[src/dbg_config.svh]
`ifndef DBG_CONFIG_SVH
`define DBG_CONFIG_SVH

////////////////////////////////////////
// console sizes
////////////////////////////////////////

// data word and address width
`define DBG_WORD_W 32
// registers listed by R
`define DBG_NREGS 32
// words listed by D
`define DBG_DUMP_WORDS 8

`endif

[src/dbg_char_pkg.sv]
package dbg_char_pkg;

    // one character on either stream
    typedef logic [7:0] byte_t;

    ////////////////////////////////////////
    // request kinds
    ////////////////////////////////////////

    typedef enum logic
    {
        SCAN_CHAR,      // one raw byte
        SCAN_HEX        // hex word up to the first non-digit
    } scan_kind_t;

    typedef enum logic
    {
        PRINT_CHAR,     // one byte as is
        PRINT_HEX       // eight upper case digits
    } print_kind_t;

    ////////////////////////////////////////
    // named characters
    ////////////////////////////////////////

    localparam byte_t CH_SPACE = 8'h20;
    localparam byte_t CH_CR    = 8'h0d;
    localparam byte_t CH_NL    = 8'h0a;
    localparam byte_t CH_QUERY = 8'h3f;

endpackage

[src/dbg_cmd_pkg.sv]
package dbg_cmd_pkg;

    ////////////////////////////////////////
    // command letters
    ////////////////////////////////////////

    typedef enum logic [7:0]
    {
        CMD_R = 8'h52,  // register dump
        CMD_D = 8'h44   // memory dump
    } cmd_t;

    ////////////////////////////////////////
    // control FSM
    ////////////////////////////////////////

    typedef enum logic [1:0]
    {
        CS_FETCH,       // waiting for a command letter
        CS_UNKNOWN,     // answering with ?
        CS_RUN          // a dump unit is busy
    } ctrl_state_t;

    // owner of the shared scanner and printer
    typedef enum logic [1:0]
    {
        MODE_NONE,
        MODE_R,
        MODE_D
    } mode_t;

endpackage

[src/dbg_if.sv]
`include "dbg_config.svh"
`timescale 1ns/1ns

////////////////////////////////////////
// scanner request channel
////////////////////////////////////////
interface scan_if import dbg_char_pkg::*; ();
    logic                   req;
    scan_kind_t             kind;
    logic                   ack;
    // char in the low byte, or the parsed word
    logic [`DBG_WORD_W-1:0] data;
    // word was ended by cr or nl
    logic                   term;

    modport client
    (
        output req, kind,
        input  ack, data, term
    );
    modport server
    (
        input  req, kind,
        output ack, data, term
    );
endinterface

////////////////////////////////////////
// printer request channel
////////////////////////////////////////
interface print_if import dbg_char_pkg::*; ();
    logic                   req;
    print_kind_t            kind;
    // char in the low byte, or the whole word
    logic [`DBG_WORD_W-1:0] data;
    logic                   ack;

    modport client
    (
        output req, kind, data,
        input  ack
    );
    modport server
    (
        input  req, kind, data,
        output ack
    );
endinterface

[src/cmd_scanner.sv]
`include "dbg_config.svh"
`timescale 1ns/1ns

module cmd_scanner import dbg_char_pkg::*;
(
    input  logic   clk,
    input  logic   rstn,
    input  byte_t  rx_data,
    input  logic   rx_valid,
    output logic   rx_ready,
    scan_if.server scan
);
    localparam int W = `DBG_WORD_W;

    logic [W-1:0] acc;
    logic         started;
    logic         is_hex;
    logic [3:0]   nib;
    logic         take;

    // pull bytes only for an open request, never in its ack cycle or in reset
    assign rx_ready  = rstn && scan.req && !scan.ack;
    assign take      = rx_ready && rx_valid;
    assign scan.data = acc;

    // hex digit decode, either case
    always_comb
    begin
        is_hex = 1'b1;
        nib    = rx_data[3:0];
        if (rx_data >= 8'h30 && rx_data <= 8'h39)
            nib = rx_data[3:0];
        else if ((rx_data >= 8'h41 && rx_data <= 8'h46) ||
                 (rx_data >= 8'h61 && rx_data <= 8'h66))
            nib = rx_data[3:0] + 4'd9;
        else
            is_hex = 1'b0;
    end

    ////////////////////////////////////////
    // handshake and word end
    ////////////////////////////////////////
    always_ff @(posedge clk or negedge rstn)
    begin
        if (!rstn)
        begin
            scan.ack  <= 1'b0;
            scan.term <= 1'b0;
            started   <= 1'b0;
        end
        else
        begin
            scan.ack <= 1'b0;
            if (scan.ack)
                started <= 1'b0;
            else if (take)
            begin
                if (scan.kind == SCAN_CHAR)
                begin
                    scan.ack  <= 1'b1;
                    scan.term <= 1'b0;
                end
                else if (is_hex)
                    started <= 1'b1;
                else if (!(rx_data == CH_SPACE && !started))
                begin
                    // first non-digit closes the word
                    scan.ack  <= 1'b1;
                    scan.term <= (rx_data == CH_NL) || (rx_data == CH_CR);
                end
            end
        end
    end

    // accumulator, emptied once the word is handed over
    always_ff @(posedge clk)
    begin
        if (scan.ack)
            acc <= '0;
        else if (take && scan.kind == SCAN_CHAR)
            acc <= W'(rx_data);
        else if (take && is_hex)
            acc <= {acc[W-5:0], nib};
    end

endmodule

[src/hex_printer.sv]
`include "dbg_config.svh"
`timescale 1ns/1ns

module hex_printer import dbg_char_pkg::*;
(
    input  logic    clk,
    input  logic    rstn,
    print_if.server print,
    output byte_t   tx_data,
    output logic    tx_valid,
    input  logic    tx_ready
);
    localparam int W    = `DBG_WORD_W;
    localparam int NDIG = W / 4;
    localparam int CW   = $clog2(NDIG);

    logic [W-1:0]  shift;
    logic          hex_mode;
    logic [CW-1:0] left;
    logic          busy;
    logic [3:0]    nib;
    logic          load;
    logic          step;

    // new item only when idle and not in the ack cycle
    assign load     = !busy && print.req && !print.ack;
    assign step     = busy && tx_ready;
    assign tx_valid = busy;
    // top nibble goes out first
    assign nib      = shift[W-1 -: 4];

    always_comb
    begin
        if (!hex_mode)
            tx_data = shift[7:0];
        else if (nib < 4'd10)
            tx_data = 8'h30 + {4'h0, nib};
        else
            tx_data = 8'h37 + {4'h0, nib};   // 'A' minus ten
    end

    ////////////////////////////////////////
    // item handshake
    ////////////////////////////////////////
    always_ff @(posedge clk or negedge rstn)
    begin
        if (!rstn)
        begin
            busy      <= 1'b0;
            print.ack <= 1'b0;
        end
        else
        begin
            print.ack <= 1'b0;
            if (load)
                busy <= 1'b1;
            else if (step && left == '0)
            begin
                // last byte just left
                busy      <= 1'b0;
                print.ack <= 1'b1;
            end
        end
    end

    // payload and digit count
    always_ff @(posedge clk)
    begin
        if (load)
        begin
            shift    <= print.data;
            hex_mode <= (print.kind == PRINT_HEX);
            left     <= (print.kind == PRINT_HEX) ? CW'(NDIG - 1) : '0;
        end
        else if (step)
        begin
            shift <= shift << 4;
            left  <= left - 1'b1;
        end
    end

endmodule

[src/reg_dump_unit.sv]
`include "dbg_config.svh"
`timescale 1ns/1ns

module reg_dump_unit import dbg_char_pkg::*;
(
    input  logic                   clk,
    input  logic                   rstn,
    input  logic                   start,
    output logic                   done,
    print_if.client                print,
    output logic [4:0]             rf_addr,
    input  logic [`DBG_WORD_W-1:0] rf_data
);
    localparam int W = `DBG_WORD_W;

    logic [4:0] idx;
    logic       busy;
    logic       nl_phase;

    assign rf_addr    = idx;
    // word of the current register, then its newline
    assign print.req  = busy;
    assign print.kind = nl_phase ? PRINT_CHAR : PRINT_HEX;
    assign print.data = nl_phase ? W'(CH_NL) : rf_data;

    always_ff @(posedge clk or negedge rstn)
    begin
        if (!rstn)
        begin
            busy     <= 1'b0;
            nl_phase <= 1'b0;
            idx      <= '0;
            done     <= 1'b0;
        end
        else
        begin
            done <= 1'b0;
            if (start)
            begin
                busy     <= 1'b1;
                nl_phase <= 1'b0;
                idx      <= '0;
            end
            else if (busy && print.ack)
            begin
                nl_phase <= !nl_phase;
                if (nl_phase && idx == 5'(`DBG_NREGS - 1))
                begin
                    busy <= 1'b0;
                    done <= 1'b1;
                end
                else if (nl_phase)
                    idx <= idx + 1'b1;
            end
        end
    end

endmodule

[src/mem_dump_unit.sv]
`include "dbg_config.svh"
`timescale 1ns/1ns

module mem_dump_unit import dbg_char_pkg::*;
(
    input  logic                   clk,
    input  logic                   rstn,
    input  logic                   start,
    output logic                   done,
    scan_if.client                 scan,
    print_if.client                print,
    output logic [`DBG_WORD_W-1:0] dm_addr,
    input  logic [`DBG_WORD_W-1:0] dm_data
);
    localparam int W  = `DBG_WORD_W;
    localparam int CW = $clog2(`DBG_DUMP_WORDS);

    // steps of one dump line
    typedef enum logic [2:0]
    {
        MD_IDLE,
        MD_SCAN,
        MD_ADDR,
        MD_SP,
        MD_WORD,
        MD_NL
    } md_state_t;

    md_state_t     state;
    logic [W-1:0]  addr;
    logic [CW-1:0] cnt;

    assign dm_addr   = addr;
    // argument is always a hex word
    assign scan.req  = (state == MD_SCAN);
    assign scan.kind = SCAN_HEX;

    always_comb
    begin
        print.req  = 1'b1;
        print.kind = PRINT_CHAR;
        print.data = W'(CH_NL);
        case (state)
            MD_ADDR:
            begin
                print.kind = PRINT_HEX;
                print.data = addr;
            end
            MD_SP:
                print.data = W'(CH_SPACE);
            MD_WORD:
            begin
                print.kind = PRINT_HEX;
                print.data = dm_data;
            end
            MD_NL:
                print.req = 1'b1;
            default:
                print.req = 1'b0;
        endcase
    end

    ////////////////////////////////////////
    // line sequencer
    ////////////////////////////////////////
    always_ff @(posedge clk or negedge rstn)
    begin
        if (!rstn)
        begin
            state <= MD_IDLE;
            cnt   <= '0;
            done  <= 1'b0;
        end
        else
        begin
            done <= 1'b0;
            case (state)
                MD_IDLE:
                    if (start)
                    begin
                        state <= MD_SCAN;
                        cnt   <= '0;
                    end
                MD_SCAN:
                    if (scan.ack)
                        state <= MD_ADDR;
                MD_ADDR:
                    if (print.ack)
                        state <= MD_SP;
                MD_SP:
                    if (print.ack)
                        state <= MD_WORD;
                MD_WORD:
                    if (print.ack)
                        state <= MD_NL;
                MD_NL:
                    if (print.ack && cnt == CW'(`DBG_DUMP_WORDS - 1))
                    begin
                        state <= MD_IDLE;
                        done  <= 1'b1;
                    end
                    else if (print.ack)
                    begin
                        cnt   <= cnt + 1'b1;
                        state <= MD_ADDR;
                    end
                default:
                    state <= MD_IDLE;
            endcase
        end
    end

    // base from the argument, then one word per line
    always_ff @(posedge clk)
    begin
        if (state == MD_SCAN && scan.ack)
            addr <= scan.data;
        else if (state == MD_NL && print.ack)
            addr <= addr + W'(4);
    end

endmodule

[src/dbg_ctrl.sv]
`include "dbg_config.svh"
`timescale 1ns/1ns

module dbg_ctrl import dbg_char_pkg::*, dbg_cmd_pkg::*;
(
    input  logic                   clk,
    input  logic                   rstn,
    scan_if.client                 scan,
    print_if.client                print,
    output logic [4:0]             rf_addr,
    input  logic [`DBG_WORD_W-1:0] rf_data,
    output logic [`DBG_WORD_W-1:0] dm_addr,
    input  logic [`DBG_WORD_W-1:0] dm_data
);
    localparam int W = `DBG_WORD_W;

    ctrl_state_t state;
    mode_t       mode;
    logic        unk_nl;
    logic        start_r;
    logic        start_d;
    logic        done_r;
    logic        done_d;
    byte_t       ch;

    // unit side channels
    print_if rd_print ();
    scan_if  md_scan ();
    print_if md_print ();

    assign ch = scan.data[7:0];

    ////////////////////////////////////////
    // command FSM
    ////////////////////////////////////////
    always_ff @(posedge clk or negedge rstn)
    begin
        if (!rstn)
        begin
            state   <= CS_FETCH;
            mode    <= MODE_NONE;
            unk_nl  <= 1'b0;
            start_r <= 1'b0;
            start_d <= 1'b0;
        end
        else
        begin
            start_r <= 1'b0;
            start_d <= 1'b0;
            case (state)
                CS_FETCH:
                    if (scan.ack)
                    begin
                        case (ch)
                            CH_SPACE, CH_CR, CH_NL:
                                state <= CS_FETCH;
                            CMD_R:
                            begin
                                mode    <= MODE_R;
                                start_r <= 1'b1;
                                state   <= CS_RUN;
                            end
                            CMD_D:
                            begin
                                mode    <= MODE_D;
                                start_d <= 1'b1;
                                state   <= CS_RUN;
                            end
                            default:
                                state <= CS_UNKNOWN;
                        endcase
                    end
                CS_UNKNOWN:
                    // ? first, then the newline
                    if (print.ack)
                    begin
                        unk_nl <= !unk_nl;
                        if (unk_nl)
                            state <= CS_FETCH;
                    end
                CS_RUN:
                    if (done_r || done_d)
                    begin
                        state <= CS_FETCH;
                        mode  <= MODE_NONE;
                    end
                default:
                    state <= CS_FETCH;
            endcase
        end
    end

    ////////////////////////////////////////
    // mode mux onto scanner and printer
    ////////////////////////////////////////
    always_comb
    begin
        // the FSM itself owns both by default
        scan.req      = (state == CS_FETCH);
        scan.kind     = SCAN_CHAR;
        print.req     = (state == CS_UNKNOWN);
        print.kind    = PRINT_CHAR;
        print.data    = W'(unk_nl ? CH_NL : CH_QUERY);
        rd_print.ack  = 1'b0;
        md_print.ack  = 1'b0;
        md_scan.ack   = 1'b0;
        md_scan.data  = scan.data;
        md_scan.term  = scan.term;
        case (mode)
            MODE_R:
            begin
                print.req    = rd_print.req;
                print.kind   = rd_print.kind;
                print.data   = rd_print.data;
                rd_print.ack = print.ack;
            end
            MODE_D:
            begin
                scan.req     = md_scan.req;
                scan.kind    = md_scan.kind;
                md_scan.ack  = scan.ack;
                print.req    = md_print.req;
                print.kind   = md_print.kind;
                print.data   = md_print.data;
                md_print.ack = print.ack;
            end
            default:
                scan.kind = SCAN_CHAR;
        endcase
    end

    reg_dump_unit rd_i
    (
        .clk     (clk),
        .rstn    (rstn),
        .start   (start_r),
        .done    (done_r),
        .print   (rd_print),
        .rf_addr (rf_addr),
        .rf_data (rf_data)
    );

    mem_dump_unit md_i
    (
        .clk     (clk),
        .rstn    (rstn),
        .start   (start_d),
        .done    (done_d),
        .scan    (md_scan),
        .print   (md_print),
        .dm_addr (dm_addr),
        .dm_data (dm_data)
    );

endmodule

[src/dbg_console_top.sv]
`include "dbg_config.svh"
`timescale 1ns/1ns

module dbg_console_top import dbg_char_pkg::*;
(
    input  logic                   clk,
    input  logic                   rstn,
    // host command stream
    input  byte_t                  rx_data,
    input  logic                   rx_valid,
    output logic                   rx_ready,
    // console text stream
    output byte_t                  tx_data,
    output logic                   tx_valid,
    input  logic                   tx_ready,
    // cpu read ports
    output logic [4:0]             rf_addr,
    input  logic [`DBG_WORD_W-1:0] rf_data,
    output logic [`DBG_WORD_W-1:0] dm_addr,
    input  logic [`DBG_WORD_W-1:0] dm_data
);
    scan_if  scan_bus ();
    print_if print_bus ();

    // bytes in
    cmd_scanner scanner_i
    (
        .clk      (clk),
        .rstn     (rstn),
        .rx_data  (rx_data),
        .rx_valid (rx_valid),
        .rx_ready (rx_ready),
        .scan     (scan_bus)
    );

    // bytes out
    hex_printer printer_i
    (
        .clk      (clk),
        .rstn     (rstn),
        .print    (print_bus),
        .tx_data  (tx_data),
        .tx_valid (tx_valid),
        .tx_ready (tx_ready)
    );

    dbg_ctrl ctrl_i
    (
        .clk     (clk),
        .rstn    (rstn),
        .scan    (scan_bus),
        .print   (print_bus),
        .rf_addr (rf_addr),
        .rf_data (rf_data),
        .dm_addr (dm_addr),
        .dm_data (dm_data)
    );

endmodule

[config.mk]
export PLATFORM = sky130hd
export DESIGN_NAME = dbg_console_top
export DESIGN_NICKNAME = d
export VERILOG_FILES = /design/src/dbg_char_pkg.sv /design/src/dbg_cmd_pkg.sv /design/src/dbg_if.sv /design/src/cmd_scanner.sv /design/src/hex_printer.sv /design/src/reg_dump_unit.sv /design/src/mem_dump_unit.sv /design/src/dbg_ctrl.sv /design/src/dbg_console_top.sv
export VERILOG_INCLUDE_DIRS = /design/src /design/src/src
export SDC_FILE = /design/constraint.sdc
export NUM_CORES = 1
export LEC_CHECK = 0
export ABC_AREA = 1
export BUFFER_PORTS_ARGS = -buffer_cell sky130_fd_sc_hd__buf_4
export CAP_MARGIN = 30
export CORE_AREA = 4 4 134 136
export CTS_BUF_LIST = sky130_fd_sc_hd__clkbuf_8
export CTS_CLUSTER_SIZE = 10
export DETAILED_ROUTE_END_ITERATION = 12
export DIE_AREA = 0 0 138 140
export PLACE_DENSITY = 0.71
export SYNTH_ARGS = -nofsm -noshare
export SYNTH_HDL_FRONTEND = slang
export SYNTH_HIERARCHICAL = 1
export SYNTH_SLANG_ARGS = --single-unit
[constraint.sdc]
create_clock -name clk -period 10.7 [get_ports clk]
set_clock_uncertainty 0.15 [all_clocks]
set_input_delay 1.605 -clock clk [delete_from_list [all_inputs] [get_ports clk]]
set_output_delay 1.605 -clock clk [all_outputs]
set_load 0.005 [all_outputs]
==> impl_summary.log <==
INFO  metric outcome = complete, no violations
INFO  metric post_synth_instance_area = 8210 µm²
INFO  metric cts.hold.buffers_added = 0
INFO  metric placement_rows = 48
INFO  metric grtUsageTotal = 22.2%
INFO  metric synthesis.nets = 1260
INFO  metric tritoncts = done
INFO  metric max_slew_violation_count = 0
INFO  metric finalWeightedCongestion = 0.951
INFO  metric cts_setup_buffers = 0
INFO  metric route.detailed.drc = 0
INFO  metric vias = 7663
INFO  metric grt_setup_unrepaired = false
INFO  metric crit_required = 8950 ps
INFO  metric die_w = 138 µm
INFO  metric timing.setup.tns = 0 ps
INFO  metric min_cycle_time_layout = 4120 ps
INFO  metric numClockSinks = 126
INFO  metric postSynthCellCount = 1171
INFO  metric core = 16900 µm²
INFO  metric detailed_place_hpwl = 16300 µm
INFO  metric nNetsFinal = 1362
INFO  metric design.die.area = 19300 µm²
INFO  metric postRouteWirelength = 21800 µm
INFO  metric cts_inserted_buffers = 17
INFO  metric top_level_ports = 123
INFO  metric detail_route.vias_per_cell = 5.07
INFO  metric cts-root-to-sink-buffers = 2
INFO  metric number_of_antenna_violations_at_the_first_check_in_global_routing = 0
INFO  metric drtPass1Iterations = 5
INFO  metric setup_viol_count_final = 0
INFO  metric final-seq-area = 3330 µm²
INFO  metric data_arrival_time_at_the_worst_slack_endpoint = 2360 ps
INFO  metric antenna-diode-count = 0
INFO  metric synthesis.yosys.warnings = 6
INFO  metric timing.final.crit_share = 38.5%
INFO  metric power.ir.vdd_worst = 0.114 mV
INFO  metric postCtsResizedCells = 0
INFO  metric max_slew_margin = 51.0%
INFO  metric placement.io_buffers = 122
INFO  metric grt_max_degree = 43
INFO  metric fill_cells = 1697
INFO  metric multi_input_comb_area = 4050 µm²
INFO  metric tightest_slew = 733 ps
INFO  metric crit_type = in2out
INFO  metric grt_remaining_overflow = 0
INFO  metric htree_num_levels = 4
INFO  metric number_of_global_route_vias_before_repair = 7145
INFO  metric wl_per_cell = 14.4 µm
INFO  metric clk_latency = 440 ps
INFO  metric start_util = 48.5%
INFO  metric clock.fmax = 0.243 GHz
INFO  metric hold_path.class = reg2reg
INFO  metric area_delta_synth_final = 16.6%
INFO  metric post_route_cells_drive_above_1_share = 17.7%
INFO  metric ant_nets = 0
INFO  metric grt_first_pass_wirelength = 35200 µm
INFO  metric worstSetupEndpointType = primary output
INFO  metric dp_slack = 6570 ps
INFO  metric power.density_cell_area = 190 nW/µm²
INFO  metric fp.dieH = 140 µm
INFO  metric report.final.hold_viol_count = 0
INFO  metric max_cap_viol_count = 0
INFO  metric critical_path_maximum_fanout = 27
INFO  metric clock_pin_slew_of_the_registers_on_the_worst_case_setup_and_hold_paths = 70 ps
INFO  metric worstSetupStartpointType = primary input
INFO  metric syn_area_per_cell = 7.01 µm²
INFO  metric clock_tree.root_cell = sky130_fd_sc_hd__clkbuf_8
INFO  metric p_leak = 4.64 nW
INFO  metric post-route-worst-setup-slack = 6580 ps
INFO  metric drt_iter0_markers = 820
[flip-flops by register name, summed over array words and instances, names as in the netlist, 3 cells and up]
name,flops
ctrl_i/md_i/dm_addr,32
printer_i/shift,32
scanner_i/scan.data,32
ctrl_i/rd_i/rf_addr,5
ctrl_i/md_i/cnt,3
ctrl_i/md_i/state,3
printer_i/left,3
[stage by stage]
| step | area [µm²] | hold slack, ps | std cells | util [%] | total power, W |
|---|---|---|---|---|---|
| 5_1_grt | 9580 | 367 | 1511 | 56.6 | 0.00197 |
| 4_1_cts | 9550 | 342 | 1510 | 56.4 | 0.00182 |
| 3_3_place_gp | 9150 | 318 | 1477 | 54.0 | 0.00140 |
| 6_report | 9580 | 338 | 1511 | 56.6 | 0.00182 |
| 2_1_floorplan | 8210 | 294 | 1171 | - | 0.00124 |
| 3_5_place_dp | 9170 | 329 | 1478 | 54.2 | 0.00142 |
[placed cells by master, fill, tap and decap left out, types with 7 or more instances in the layout]
cell type / instances
sky130_fd_sc_hd__clkinv_2: 7
sky130_fd_sc_hd__edfxtp_1: 68
sky130_fd_sc_hd__ha_1: 13
sky130_fd_sc_hd__o21ai_0: 64
sky130_fd_sc_hd__nand2_1: 395
sky130_fd_sc_hd__dfrtp_1: 26
sky130_fd_sc_hd__nand2_2: 8
sky130_fd_sc_hd__o21ai_1: 21
sky130_fd_sc_hd__nand3_2: 12
sky130_fd_sc_hd__inv_1: 124
sky130_fd_sc_hd__clkbuf_8: 17
sky130_fd_sc_hd__buf_4: 129
sky130_fd_sc_hd__a21oi_1: 39
sky130_fd_sc_hd__inv_2: 7
sky130_fd_sc_hd__dfxtp_1: 32
sky130_fd_sc_hd__nor2_2: 8
sky130_fd_sc_hd__nor2_1: 160
sky130_fd_sc_hd__nand3_1: 80
[metal layers]
layer	routed length, µm	vias up	track usage [%]
met2	10000	271	34.8
met5	0	-	0
met4	413	0	7.75
met1	9970	3443	31.1
li1	-	3918	-
met3	1420	31	4.06
[power breakdown]
group / switching, W / internal, W
sequential: 0.0000810 / 0.000663
clock: 0.000197 / 0.000205
combinational: 0.000431 / 0.000245
[worst paths after layout]
| check | start | to | slack [ps] | cells past startpoint |
|---|---|---|---|---|
| max in group asynchronous | rstn | ctrl_i/md_i/state[0]$_DFFE_PN0P_ | 9200 | 1 |
| min | scanner_i/scan.data[30]$_SDFFE_PP0P_ | scanner_i/scan.data[30]$_SDFFE_PP0P_ | 340 | 2 |
| max reg2reg | ctrl_i/md_i/state[2]$_DFFE_PN0P_ | printer_i/shift[21]$_DFFE_PP_ | 6990 | 11 |
| min reg2reg | scanner_i/scan.data[30]$_SDFFE_PP0P_ | scanner_i/scan.data[30]$_SDFFE_PP0P_ | 340 | 2 |
| max | rstn | rx_ready | 6580 | 4 |
| min in group asynchronous | rstn | ctrl_i/rd_i/rf_addr[3]$_DFFE_PN0P_ | 920 | 1 |
[critical path, cell delays in order]
cell and delay (ps):
sky130_fd_sc_hd__buf_4 320, sky130_fd_sc_hd__nand2_1 150, sky130_fd_sc_hd__nor2_4 140, sky130_fd_sc_hd__buf_4 130
[area by class of cell]
| class | instances | share of cell area, % |
|---|---|---|
| Inverter | 135 | 5.35 |
| Sequential cell | 126 | 34.8 |
| Tap cell | 225 | 2.94 |
| Clock buffer | 17 | 2.44 |
| Clock inverter | 15 | 1.54 |
| Multi-Input combinational cell | 862 | 42.3 |
| Timing Repair Buffer | 131 | 10.7 |
Power figures use the tool's default switching activity.
